==> config.mk <==
export PLATFORM = sky130hd
export DESIGN_NAME = tsb_top
export DESIGN_NICKNAME = d
export VERILOG_FILES = /design/src/tsb_task_pkg.sv /design/src/tsb_ctrl_pkg.sv /design/src/tsb_entry_if.sv /design/src/tile_mapper.sv /design/src/tsb_entry_store.sv /design/src/lvt_scanner.sv /design/src/tsb_ctrl.sv /design/src/tsb_top.sv
export VERILOG_INCLUDE_DIRS = /design/src /design/src/include
export SDC_FILE = /design/constraint.sdc
export NUM_CORES = 1
export LEC_CHECK = 0
export BUFFER_PORTS_ARGS = -buffer_cell sky130_fd_sc_hd__buf_2
export CAP_MARGIN = 15
export CORE_MARGIN = 4
export CORE_UTILIZATION = 61
export DETAILED_ROUTE_END_ITERATION = 8
export PLACE_DENSITY = 0.86
export SLEW_MARGIN = 5
export SYNTH_ARGS = -nofsm -noshare
export SYNTH_HDL_FRONTEND = slang
export SYNTH_HIERARCHICAL = 1
export SYNTH_SLANG_ARGS = --single-unit
==> constraint.sdc <==
create_clock -name clk -period 53.5 [get_ports clk]
set_input_delay 2.675 -clock clk [delete_from_list [all_inputs] [get_ports clk]]
set_output_delay 2.675 -clock clk [all_outputs]
set_load 0.02 [all_outputs]
==> src/include/tsb_settings.svh <==
`ifndef TSB_SETTINGS_SVH
`define TSB_SETTINGS_SVH

// entry count is 2**TSB_LOG_SIZE.
`define TSB_LOG_SIZE        3
`define TSB_SIZE            (1 << `TSB_LOG_SIZE)

// tile count after reset, and the largest value a config write may load.
`define TSB_MAX_TILES       8

`define TSB_TS_WIDTH        16
`define TSB_HINT_WIDTH      16
`define TSB_EPOCH_WIDTH     8
`define TSB_TQ_SLOT_WIDTH   6
`define TSB_CQ_SLOT_WIDTH   4
`define TSB_CHILD_ID_WIDTH  2

`endif

==> src/tsb_task_pkg.sv <==
`include "tsb_settings.svh"

package tsb_task_pkg;

   typedef logic [`TSB_TS_WIDTH-1:0]       ts_t;
   typedef logic [`TSB_HINT_WIDTH-1:0]     hint_t;

   // a task as it travels between tiles.
   typedef struct packed {
      ts_t         ts;
      hint_t       hint;
      logic [15:0] arg;
   } task_t;

   typedef logic [`TSB_LOG_SIZE-1:0]       tsb_id_t;
   typedef logic [2:0]                     tile_id_t;

   // response and bookkeeping fields.
   typedef logic [`TSB_EPOCH_WIDTH-1:0]    epoch_t;
   typedef logic [`TSB_TQ_SLOT_WIDTH-1:0]  tq_slot_t;
   typedef logic [`TSB_CQ_SLOT_WIDTH-1:0]  cq_slot_t;
   typedef logic [`TSB_CHILD_ID_WIDTH-1:0] child_id_t;

endpackage

==> src/tsb_ctrl_pkg.sv <==
package tsb_ctrl_pkg;

   // configuration register map.
   typedef enum logic [3:0] {
      REG_N_TILES = 4'h1
   } tsb_reg_e;

   // where the word in the enqueue register came from.
   typedef enum logic {
      ENQ_NEW   = 1'b0,
      ENQ_RETRY = 1'b1
   } enq_src_e;

endpackage

==> src/tsb_entry_if.sv <==
`timescale 1ns/100ps

interface tsb_entry_if;
   import tsb_task_pkg::*;

   // allocate a new entry at next_id.
   logic      alloc;
   task_t     alloc_task;
   logic      alloc_tied;
   cq_slot_t  alloc_cq_slot;
   child_id_t alloc_child_id;
   tile_id_t  alloc_tile;

   // retry read port, also the retag target.
   tsb_id_t   retry_id;
   logic      retag;
   logic      retag_tied;
   task_t     rd_task;
   tile_id_t  rd_tile;

   logic      free;
   tsb_id_t   free_id;

   tsb_id_t   next_id;
   logic      has_free;

   // response lookup.
   tsb_id_t   resp_id;
   logic      resp_tied;
   tile_id_t  resp_tile;
   cq_slot_t  resp_cq_slot;
   child_id_t resp_child_id;

   modport ctrl (
      output alloc, alloc_task, alloc_tied, alloc_cq_slot, alloc_child_id, alloc_tile,
      output retry_id, retag, retag_tied, free, free_id, resp_id,
      input  next_id, has_free, rd_task, rd_tile,
      input  resp_tied, resp_tile, resp_cq_slot, resp_child_id
   );

   modport store (
      input  alloc, alloc_task, alloc_tied, alloc_cq_slot, alloc_child_id, alloc_tile,
      input  retry_id, retag, retag_tied, free, free_id, resp_id,
      output next_id, has_free, rd_task, rd_tile,
      output resp_tied, resp_tile, resp_cq_slot, resp_child_id
   );

endinterface

==> src/tile_mapper.sv <==
`timescale 1ns/100ps
`include "tsb_settings.svh"

module tile_mapper (
   input  logic                   clk,
   input  logic                   rstn,
   input  logic                   cfg_valid,
   input  tsb_ctrl_pkg::tsb_reg_e cfg_addr,
   input  logic [3:0]             cfg_data,
   input  tsb_task_pkg::hint_t    hint,
   output tsb_task_pkg::tile_id_t tile
);
   import tsb_task_pkg::*;
   import tsb_ctrl_pkg::*;

   logic [3:0]                   n_tiles;
   logic [`TSB_HINT_WIDTH-5:0]   hint_hi;

   // out-of-range counts are ignored.
   always_ff @(posedge clk) begin
      if (!rstn) begin
         n_tiles <= 4'(`TSB_MAX_TILES);
      end else if (cfg_valid && cfg_addr == REG_N_TILES) begin
         if (cfg_data != 4'd0 && cfg_data <= 4'(`TSB_MAX_TILES)) begin
            n_tiles <= cfg_data;
         end
      end
   end

   // low hint bits select within a tile, so they take no part in the hash.
   assign hint_hi = hint[`TSB_HINT_WIDTH-1:4];

   assign tile = tile_id_t'(hint_hi % n_tiles);

endmodule

==> src/tsb_entry_store.sv <==
`timescale 1ns/100ps
`include "tsb_settings.svh"

module tsb_entry_store (
   input  logic                  clk,
   input  logic                  rstn,
   tsb_entry_if.store            ent,
   input  tsb_task_pkg::tsb_id_t scan_idx,
   output logic                  scan_valid,
   output tsb_task_pkg::ts_t     scan_ts,
   output logic                  only_untied,
   output logic                  empty
);
   import tsb_task_pkg::*;

   logic [`TSB_SIZE-1:0]  valid;
   logic [`TSB_LOG_SIZE:0] count;

   task_t     ent_task     [`TSB_SIZE];
   tile_id_t  ent_tile     [`TSB_SIZE];
   logic      ent_tied     [`TSB_SIZE];
   cq_slot_t  ent_cq_slot  [`TSB_SIZE];
   child_id_t ent_child_id [`TSB_SIZE];

   // lowest free entry wins.
   always_comb begin
      ent.next_id  = '0;
      ent.has_free = 1'b0;
      for (int i = `TSB_SIZE - 1; i >= 0; i--) begin
         if (!valid[i]) begin
            ent.next_id  = tsb_id_t'(i);
            ent.has_free = 1'b1;
         end
      end
   end

   always_ff @(posedge clk) begin
      if (!rstn) begin
         valid <= '0;
         count <= '0;
      end else begin
         if (ent.alloc) valid[ent.next_id] <= 1'b1;
         if (ent.free)  valid[ent.free_id] <= 1'b0;
         case ({ent.alloc, ent.free})
            2'b10:   count <= count + 1'b1;
            2'b01:   count <= count - 1'b1;
            default: count <= count;
         endcase
      end
   end

   always_ff @(posedge clk) begin
      if (ent.alloc) begin
         ent_task[ent.next_id]     <= ent.alloc_task;
         ent_tile[ent.next_id]     <= ent.alloc_tile;
         ent_tied[ent.next_id]     <= ent.alloc_tied;
         ent_cq_slot[ent.next_id]  <= ent.alloc_cq_slot;
         ent_child_id[ent.next_id] <= ent.alloc_child_id;
      end
      // a retry may change whether the child manager still tracks the task.
      if (ent.retag) ent_tied[ent.retry_id] <= ent.retag_tied;
   end

   assign ent.rd_task       = ent_task[ent.retry_id];
   assign ent.rd_tile       = ent_tile[ent.retry_id];
   assign ent.resp_tied     = ent_tied[ent.resp_id];
   assign ent.resp_tile     = ent_tile[ent.resp_id];
   assign ent.resp_cq_slot  = ent_cq_slot[ent.resp_id];
   assign ent.resp_child_id = ent_child_id[ent.resp_id];

   assign scan_valid = valid[scan_idx];
   assign scan_ts    = ent_task[scan_idx].ts;

   // last few entries are kept for untied tasks.
   assign only_untied = (count > (`TSB_SIZE - 3));
   assign empty       = (valid == '0);

endmodule

==> src/lvt_scanner.sv <==
`timescale 1ns/100ps

module lvt_scanner (
   input  logic                  clk,
   input  logic                  rstn,
   output tsb_task_pkg::tsb_id_t scan_idx,
   input  logic                  scan_valid,
   input  tsb_task_pkg::ts_t     scan_ts,
   output tsb_task_pkg::ts_t     lvt
);
   import tsb_task_pkg::*;

   tsb_id_t idx;
   ts_t     rolling;
   ts_t     lvt_q;

   // one entry per cycle; the index wraps on its own.
   always_ff @(posedge clk) begin
      if (!rstn) begin
         idx     <= '0;
         rolling <= '1;
         lvt_q   <= '0;
      end else begin
         idx <= idx + 1'b1;
         if (idx == '0) begin
            // publish the last pass and start over with entry 0.
            lvt_q   <= rolling;
            rolling <= scan_valid ? scan_ts : '1;
         end else if (scan_valid && scan_ts < rolling) begin
            rolling <= scan_ts;
         end
      end
   end

   assign scan_idx = idx;
   assign lvt      = lvt_q;

endmodule

==> src/tsb_ctrl.sv <==
`timescale 1ns/100ps

module tsb_ctrl (
   input  logic                    clk,
   input  logic                    rstn,
   input  logic                    s_wvalid,
   output logic                    s_wready,
   input  tsb_task_pkg::task_t     s_wdata,
   input  logic                    s_tied,
   input  tsb_task_pkg::cq_slot_t  s_cq_slot,
   input  tsb_task_pkg::child_id_t s_child_id,
   input  tsb_task_pkg::tile_id_t  s_tile,
   input  logic                    retry_valid,
   output logic                    retry_ready,
   input  tsb_task_pkg::tsb_id_t   retry_id,
   input  logic                    retry_abort,
   input  logic                    retry_tied,
   output logic                    task_enq_valid,
   input  logic                    task_enq_ready,
   output tsb_task_pkg::task_t     task_enq_data,
   output logic                    task_enq_tied,
   output tsb_task_pkg::tile_id_t  task_enq_tile,
   output tsb_task_pkg::tsb_id_t   task_enq_id,
   input  logic                    task_resp_valid,
   output logic                    task_resp_ready,
   input  logic                    task_resp_ack,
   input  tsb_task_pkg::tsb_id_t   task_resp_id,
   input  tsb_task_pkg::epoch_t    task_resp_epoch,
   input  tsb_task_pkg::tq_slot_t  task_resp_tq_slot,
   output logic                    m_resp_valid,
   input  logic                    m_resp_ready,
   output logic                    m_resp_ack,
   output tsb_task_pkg::tsb_id_t   m_resp_id,
   output tsb_task_pkg::epoch_t    m_resp_epoch,
   output tsb_task_pkg::tq_slot_t  m_resp_tq_slot,
   output tsb_task_pkg::tile_id_t  m_resp_tile,
   output tsb_task_pkg::cq_slot_t  m_resp_cq_slot,
   output tsb_task_pkg::child_id_t m_resp_child_id,
   tsb_entry_if.ctrl               ent
);
   import tsb_ctrl_pkg::*;

   logic     enq_open;
   logic     s_fire;
   logic     retry_fire;
   logic     resp_fire;
   logic     resp_free;
   logic     enq_load;
   enq_src_e enq_sel;

   assign enq_open        = !task_enq_valid || task_enq_ready;
   assign s_wready        = enq_open && ent.has_free;
   assign s_fire          = s_wvalid && s_wready;
   assign task_resp_ready = !m_resp_valid;
   assign resp_fire       = task_resp_valid && task_resp_ready;
   assign resp_free       = resp_fire && task_resp_ack;

   // new tasks go first. an abort waits while an ack already frees an entry.
   assign retry_ready = enq_open && !s_fire && !(retry_abort && resp_free);
   assign retry_fire  = retry_valid && retry_ready;
   assign enq_load    = s_fire || (retry_fire && !retry_abort);
   assign enq_sel     = s_fire ? ENQ_NEW : ENQ_RETRY;

   assign ent.alloc          = s_fire;
   assign ent.alloc_task     = s_wdata;
   assign ent.alloc_tied     = s_tied;
   assign ent.alloc_cq_slot  = s_cq_slot;
   assign ent.alloc_child_id = s_child_id;
   assign ent.alloc_tile     = s_tile;
   assign ent.retry_id       = retry_id;
   assign ent.retag          = retry_fire && !retry_abort;
   assign ent.retag_tied     = retry_tied;
   assign ent.free           = resp_free || (retry_fire && retry_abort);
   assign ent.free_id        = resp_free ? task_resp_id : retry_id;
   assign ent.resp_id        = task_resp_id;

   always_ff @(posedge clk) begin
      if (!rstn) begin
         task_enq_valid <= 1'b0;
      end else if (enq_load) begin
         task_enq_valid <= 1'b1;
      end else if (task_enq_ready) begin
         task_enq_valid <= 1'b0;
      end
   end

   always_ff @(posedge clk) begin
      if (enq_load) begin
         case (enq_sel)
            ENQ_NEW: begin
               task_enq_data <= s_wdata;
               task_enq_tied <= s_tied;
               task_enq_tile <= s_tile;
               task_enq_id   <= ent.next_id;
            end
            ENQ_RETRY: begin
               task_enq_data <= ent.rd_task;
               task_enq_tied <= retry_tied;
               task_enq_tile <= ent.rd_tile;
               task_enq_id   <= retry_id;
            end
         endcase
      end
   end

   // untied tasks are not reported back.
   always_ff @(posedge clk) begin
      if (!rstn) begin
         m_resp_valid <= 1'b0;
      end else if (resp_fire && ent.resp_tied) begin
         m_resp_valid <= 1'b1;
      end else if (m_resp_ready) begin
         m_resp_valid <= 1'b0;
      end
   end

   always_ff @(posedge clk) begin
      if (resp_fire && ent.resp_tied) begin
         m_resp_ack      <= task_resp_ack;
         m_resp_id       <= task_resp_id;
         m_resp_epoch    <= task_resp_epoch;
         m_resp_tq_slot  <= task_resp_tq_slot;
         m_resp_tile     <= ent.resp_tile;
         m_resp_cq_slot  <= ent.resp_cq_slot;
         m_resp_child_id <= ent.resp_child_id;
      end
   end

endmodule

==> src/tsb_top.sv <==
`timescale 1ns/100ps

module tsb_top (
   input  logic                    clk,
   input  logic                    rstn,
   input  logic                    s_wvalid,
   output logic                    s_wready,
   input  tsb_task_pkg::task_t     s_wdata,
   input  logic                    s_tied,
   input  tsb_task_pkg::cq_slot_t  s_cq_slot,
   input  tsb_task_pkg::child_id_t s_child_id,
   input  logic                    retry_valid,
   output logic                    retry_ready,
   input  tsb_task_pkg::tsb_id_t   retry_id,
   input  logic                    retry_abort,
   input  logic                    retry_tied,
   output logic                    task_enq_valid,
   input  logic                    task_enq_ready,
   output tsb_task_pkg::task_t     task_enq_data,
   output logic                    task_enq_tied,
   output tsb_task_pkg::tile_id_t  task_enq_tile,
   output tsb_task_pkg::tsb_id_t   task_enq_id,
   input  logic                    task_resp_valid,
   output logic                    task_resp_ready,
   input  logic                    task_resp_ack,
   input  tsb_task_pkg::tsb_id_t   task_resp_id,
   input  tsb_task_pkg::epoch_t    task_resp_epoch,
   input  tsb_task_pkg::tq_slot_t  task_resp_tq_slot,
   output logic                    m_resp_valid,
   input  logic                    m_resp_ready,
   output logic                    m_resp_ack,
   output tsb_task_pkg::tsb_id_t   m_resp_id,
   output tsb_task_pkg::epoch_t    m_resp_epoch,
   output tsb_task_pkg::tq_slot_t  m_resp_tq_slot,
   output tsb_task_pkg::tile_id_t  m_resp_tile,
   output tsb_task_pkg::cq_slot_t  m_resp_cq_slot,
   output tsb_task_pkg::child_id_t m_resp_child_id,
   input  logic                    cfg_valid,
   input  logic [3:0]              cfg_addr,
   input  logic [3:0]              cfg_data,
   output logic                    only_untied,
   output logic                    empty,
   output tsb_task_pkg::ts_t       lvt
);
   import tsb_task_pkg::*;
   import tsb_ctrl_pkg::*;

   tsb_reg_e cfg_reg;
   tile_id_t tile;
   tsb_id_t  scan_idx;
   logic     scan_valid;
   ts_t      scan_ts;

   assign cfg_reg = tsb_reg_e'(cfg_addr);

   tsb_entry_if ent ();

   tile_mapper u_mapper (
      .clk, .rstn, .cfg_valid, .cfg_addr(cfg_reg), .cfg_data,
      .hint(s_wdata.hint), .tile
   );

   tsb_entry_store u_store (
      .clk, .rstn, .ent(ent.store),
      .scan_idx, .scan_valid, .scan_ts, .only_untied, .empty
   );

   lvt_scanner u_lvt (
      .clk, .rstn, .scan_idx, .scan_valid, .scan_ts, .lvt
   );

   // the mapper's tile goes with every new task.
   tsb_ctrl u_ctrl (
      .*,
      .s_tile(tile),
      .ent(ent.ctrl)
   );

endmodule

==> results.json <==
{
  "run_status": "finished clean",
  "die_area_sq_um": 50800,
  "synthCells": 1959,
  "grt_first_pass_wirelength_microns": 103000,
  "cts_buffers": 58,
  "synth_nets": 2118,
  "fin_nets": 2234,
  "cts_hold_buf": 0,
  "placed_area_sq_um": 29700,
  "drt-total-wl_microns": 67800,
  "vias": 17700,
  "first_iter_violations": 1869,
  "start_kind": "input pin",
  "holdPathStages": 2,
  "ctsHtreeMaxLevel": 2,
  "worst_pin_slew_ps": 1300,
  "io_pins": 199,
  "required_ps": 53870,
  "async_flop_share_pct": 0,
  "syn_area_per_cell_sq_um": 14.7,
  "area_delta_synth_final_pct": 9.65,
  "crit_top_cell": "o21a_1",
  "yosysWarnings": 6,
  "yosysSeqAreaShare_pct": 60.6,
  "cts_resized": 0,
  "synthFlopType": "edfxtp_1",
  "detail-route-antenna-nets": 0,
  "track_usage_pct": 26.2,
  "power_leakage_nw": 11.5,
  "rsz0062_at_grt": "no",
  "grt_start_max_net_pins": 72,
  "endpoint_kind": "register",
  "design_area_sq_um": 31600,
  "crit_type": "input pin to register",
  "drv_slew": 0,
  "slew_headroom_pct": 13.2,
  "reg2regPathDepth": 83,
  "postCtsSetupBuffers": 0,
  "irDropWorstVdd_mv": 0.0841,
  "ys_seq_elements": 599,
  "path_depth": 83,
  "cts_root_buf": "clkbuf_16",
  "maxCapViolCount": 0,
  "final_common_cell": "edfxtp_1",
  "core_sq_um": 46700,
  "gp_congestion": 0.930,
  "fin_worst_skew_ps": 34.0,
  "fmax_mhz": 42.1,
  "crit_family": "compound AO/OA/AOI/OAI gates",
  "slowest_stage": "or4_4",
  "slowest_delay_ps": 590,
  "die_x_microns": 225,
  "initial_utilization_pct": 61.8,
  "timing.final.crit_period_ps": 23730,
  "via_per_inst": 6.49,
  "cts_max_path_buffers": 3,
  "post_drt_wl_per_cell_microns": 24.8,
  "antenna_found_initial": 4,
  "synth_cell_types": 93,
  "drive_above_1_share_pct": 27.8,
  "final.setup.tns_ps": 0,
  "final_cell_mix": "edfxtp_1, buf_2, mux2_2, mux2i_1, a22oi_1",
  "first_pass_iters": 6,
  "die_h_microns": 225,
  "fin_crit_sh_pct": 44.4,
  "cts_tree": "yes",
  "clock_latency_ps": 650,
  "clock-sinks": 599,
  "power_density_nw_per_um2": 52.9,
  "synth-edff-count": 546,
  "row_count": 79,
  "io_buffers": 198,
  "dp_hpwl_microns": 40300,
  "critPathBufInv": 2,
  "hp-class": "register to register",
  "grt_overflow_total": 0,
  "syn_area_sq_um": 28800,
  "route.detailed.drc": 0,
  "cp.arrival_ps": 24110,
  "setup_violations": 0,
  "finalHoldViolCount": 0,
  "crit_fanout": 11,
  "path_clk_slew_ps": 60,
  "grt_pass1_vias": 17900
}
[state kept, by name (all words and copies together), names as in the netlist, 4 cells and up]
register / count
u_store/ent_task: 384
u_ctrl/task_enq_data: 48
u_store/ent_cq_slot: 32
u_store/ent_tile: 24
u_lvt/lvt: 16
u_lvt/rolling: 16
u_store/ent_child_id: 16
u_ctrl/m_resp_epoch: 8
u_store/ent_tied: 8
u_store/valid: 8
u_ctrl/m_resp_tq_slot: 6
u_ctrl/m_resp_cq_slot: 4
u_mapper/n_tiles: 4
u_store/count: 4
[cell type report]
type	count	area [sq um]
multi-input combinational	1144	10100
clock inverter	41	359
tap	607	759
fill	3096	15000
sequential	599	17500
clock buffer	68	1490
inverter	46	173
timing repair buffer	226	1210
antenna	4	10.0
[worst min-delay path, delay by kind of cell (launching register included)]
family / cells / cell delay [ps]
flip-flops: 1 / 310
AND/OR/NAND/NOR: 1 / 50
AO/OA/AOI/OAI: 1 / 50
[cells by family (layout without fill, tap and decap cells)]
logic type                 Yosys count  in the layout  synth area share [%]
muxes                              334            334                  15.6
xor gates and xnor gates            22             22                 0.668
and+or+nand+nor                    325            325                  5.99
DFF                                599            599                  60.6
buffers and inverters              216            381                  4.48
other                                0              4                     0
AOI/OAI and AO/OA                  397            397                  9.78
adders and majority gates           66             66                  2.91
[path summary, 6_finish.rpt]
kind	startpoint	endpoint	slack [ps]
worst max-delay path	s_wdata[31]	u_ctrl/task_enq_tile[2]	29770
worst min-delay path	u_lvt/lvt[5]	u_lvt/lvt[5]	450
worst max register to register	u_mapper/n_tiles[0]	u_ctrl/task_enq_tile[2]	30980
worst min register to register	u_lvt/lvt[5]	u_lvt/lvt[5]	450
[through the flow]
step | instances | hold WS (ps) | total power [mW] | util [%] | setup WS [ps]
floorplan | 1959 | 444 | 1.14 | - | 32250
global route | 2734 | 483 | 1.76 | 67.7 | 28360
finish | 2735 | 453 | 1.67 | 67.7 | 29770
detailed placement | 2622 | 446 | 1.27 | 63.8 | 29500
global placement | 2622 | 444 | 1.25 | 63.8 | 30540
CTS | 2731 | 455 | 1.66 | 67.7 | 30100
[synthesized netlist by cell type (6+ instances only)]
cell / count / area (sq um)
or4_1: 7 / 52.6
nand2b_1: 18 / 113
a21boi_0: 13 / 97.6
inv_1: 45 / 169
and2_1: 13 / 81.3
nand2_1: 79 / 297
mux4_1: 10 / 263
nand3_1: 12 / 60.1
or2_2: 9 / 56.3
o21ai_1: 31 / 155
o21ai_0: 66 / 330
edfxtp_1: 546 / 16400
o22ai_1: 7 / 43.8
buf_12: 7 / 140
mux2i_1: 96 / 961
nor2b_1: 29 / 181
nand4_1: 8 / 50.1
mux2_1: 7 / 78.8
or3_1: 7 / 43.8
dfxtp_1: 53 / 1060
buf_2: 33 / 165
buf_1: 6 / 22.5
ha_1: 63 / 788
a22oi_1: 80 / 601
xor2_1: 7 / 61.3
a21oi_1: 49 / 245
nor3_1: 31 / 155
o31ai_1: 9 / 67.6
a31oi_1: 9 / 56.3
o21a_1: 18 / 135
xnor2_1: 15 / 131
a21o_1: 13 / 97.6
nor2_1: 75 / 282
mux4_2: 48 / 1080
buf_4: 76 / 571
o22a_1: 48 / 420
mux2_4: 41 / 616
a21boi_1: 6 / 45.0
mux2_2: 130 / 1460
clkbuf_1: 43 / 161
[per-layer routing]
metal / global-route usage (%) / share of wire (%) / routed length, microns
met1: 35.0 / 39 / 26400
met2: 43.3 / 48 / 32900
met3: 5.73 / 9.3 / 6330
met4: 9.05 / 3.3 / 2220
met5: 0 / 0.015 / 10
[power breakdown]
part | leakage, nW | internal (mW) | switching [mW]
clock network | 0.902 | 0.216 | 0.177
logic | 5.12 | 0.289 | 0.425
registers | 5.44 | 0.557 | 0.00858
No activity file was read; power rests on OpenSTA's default activity.
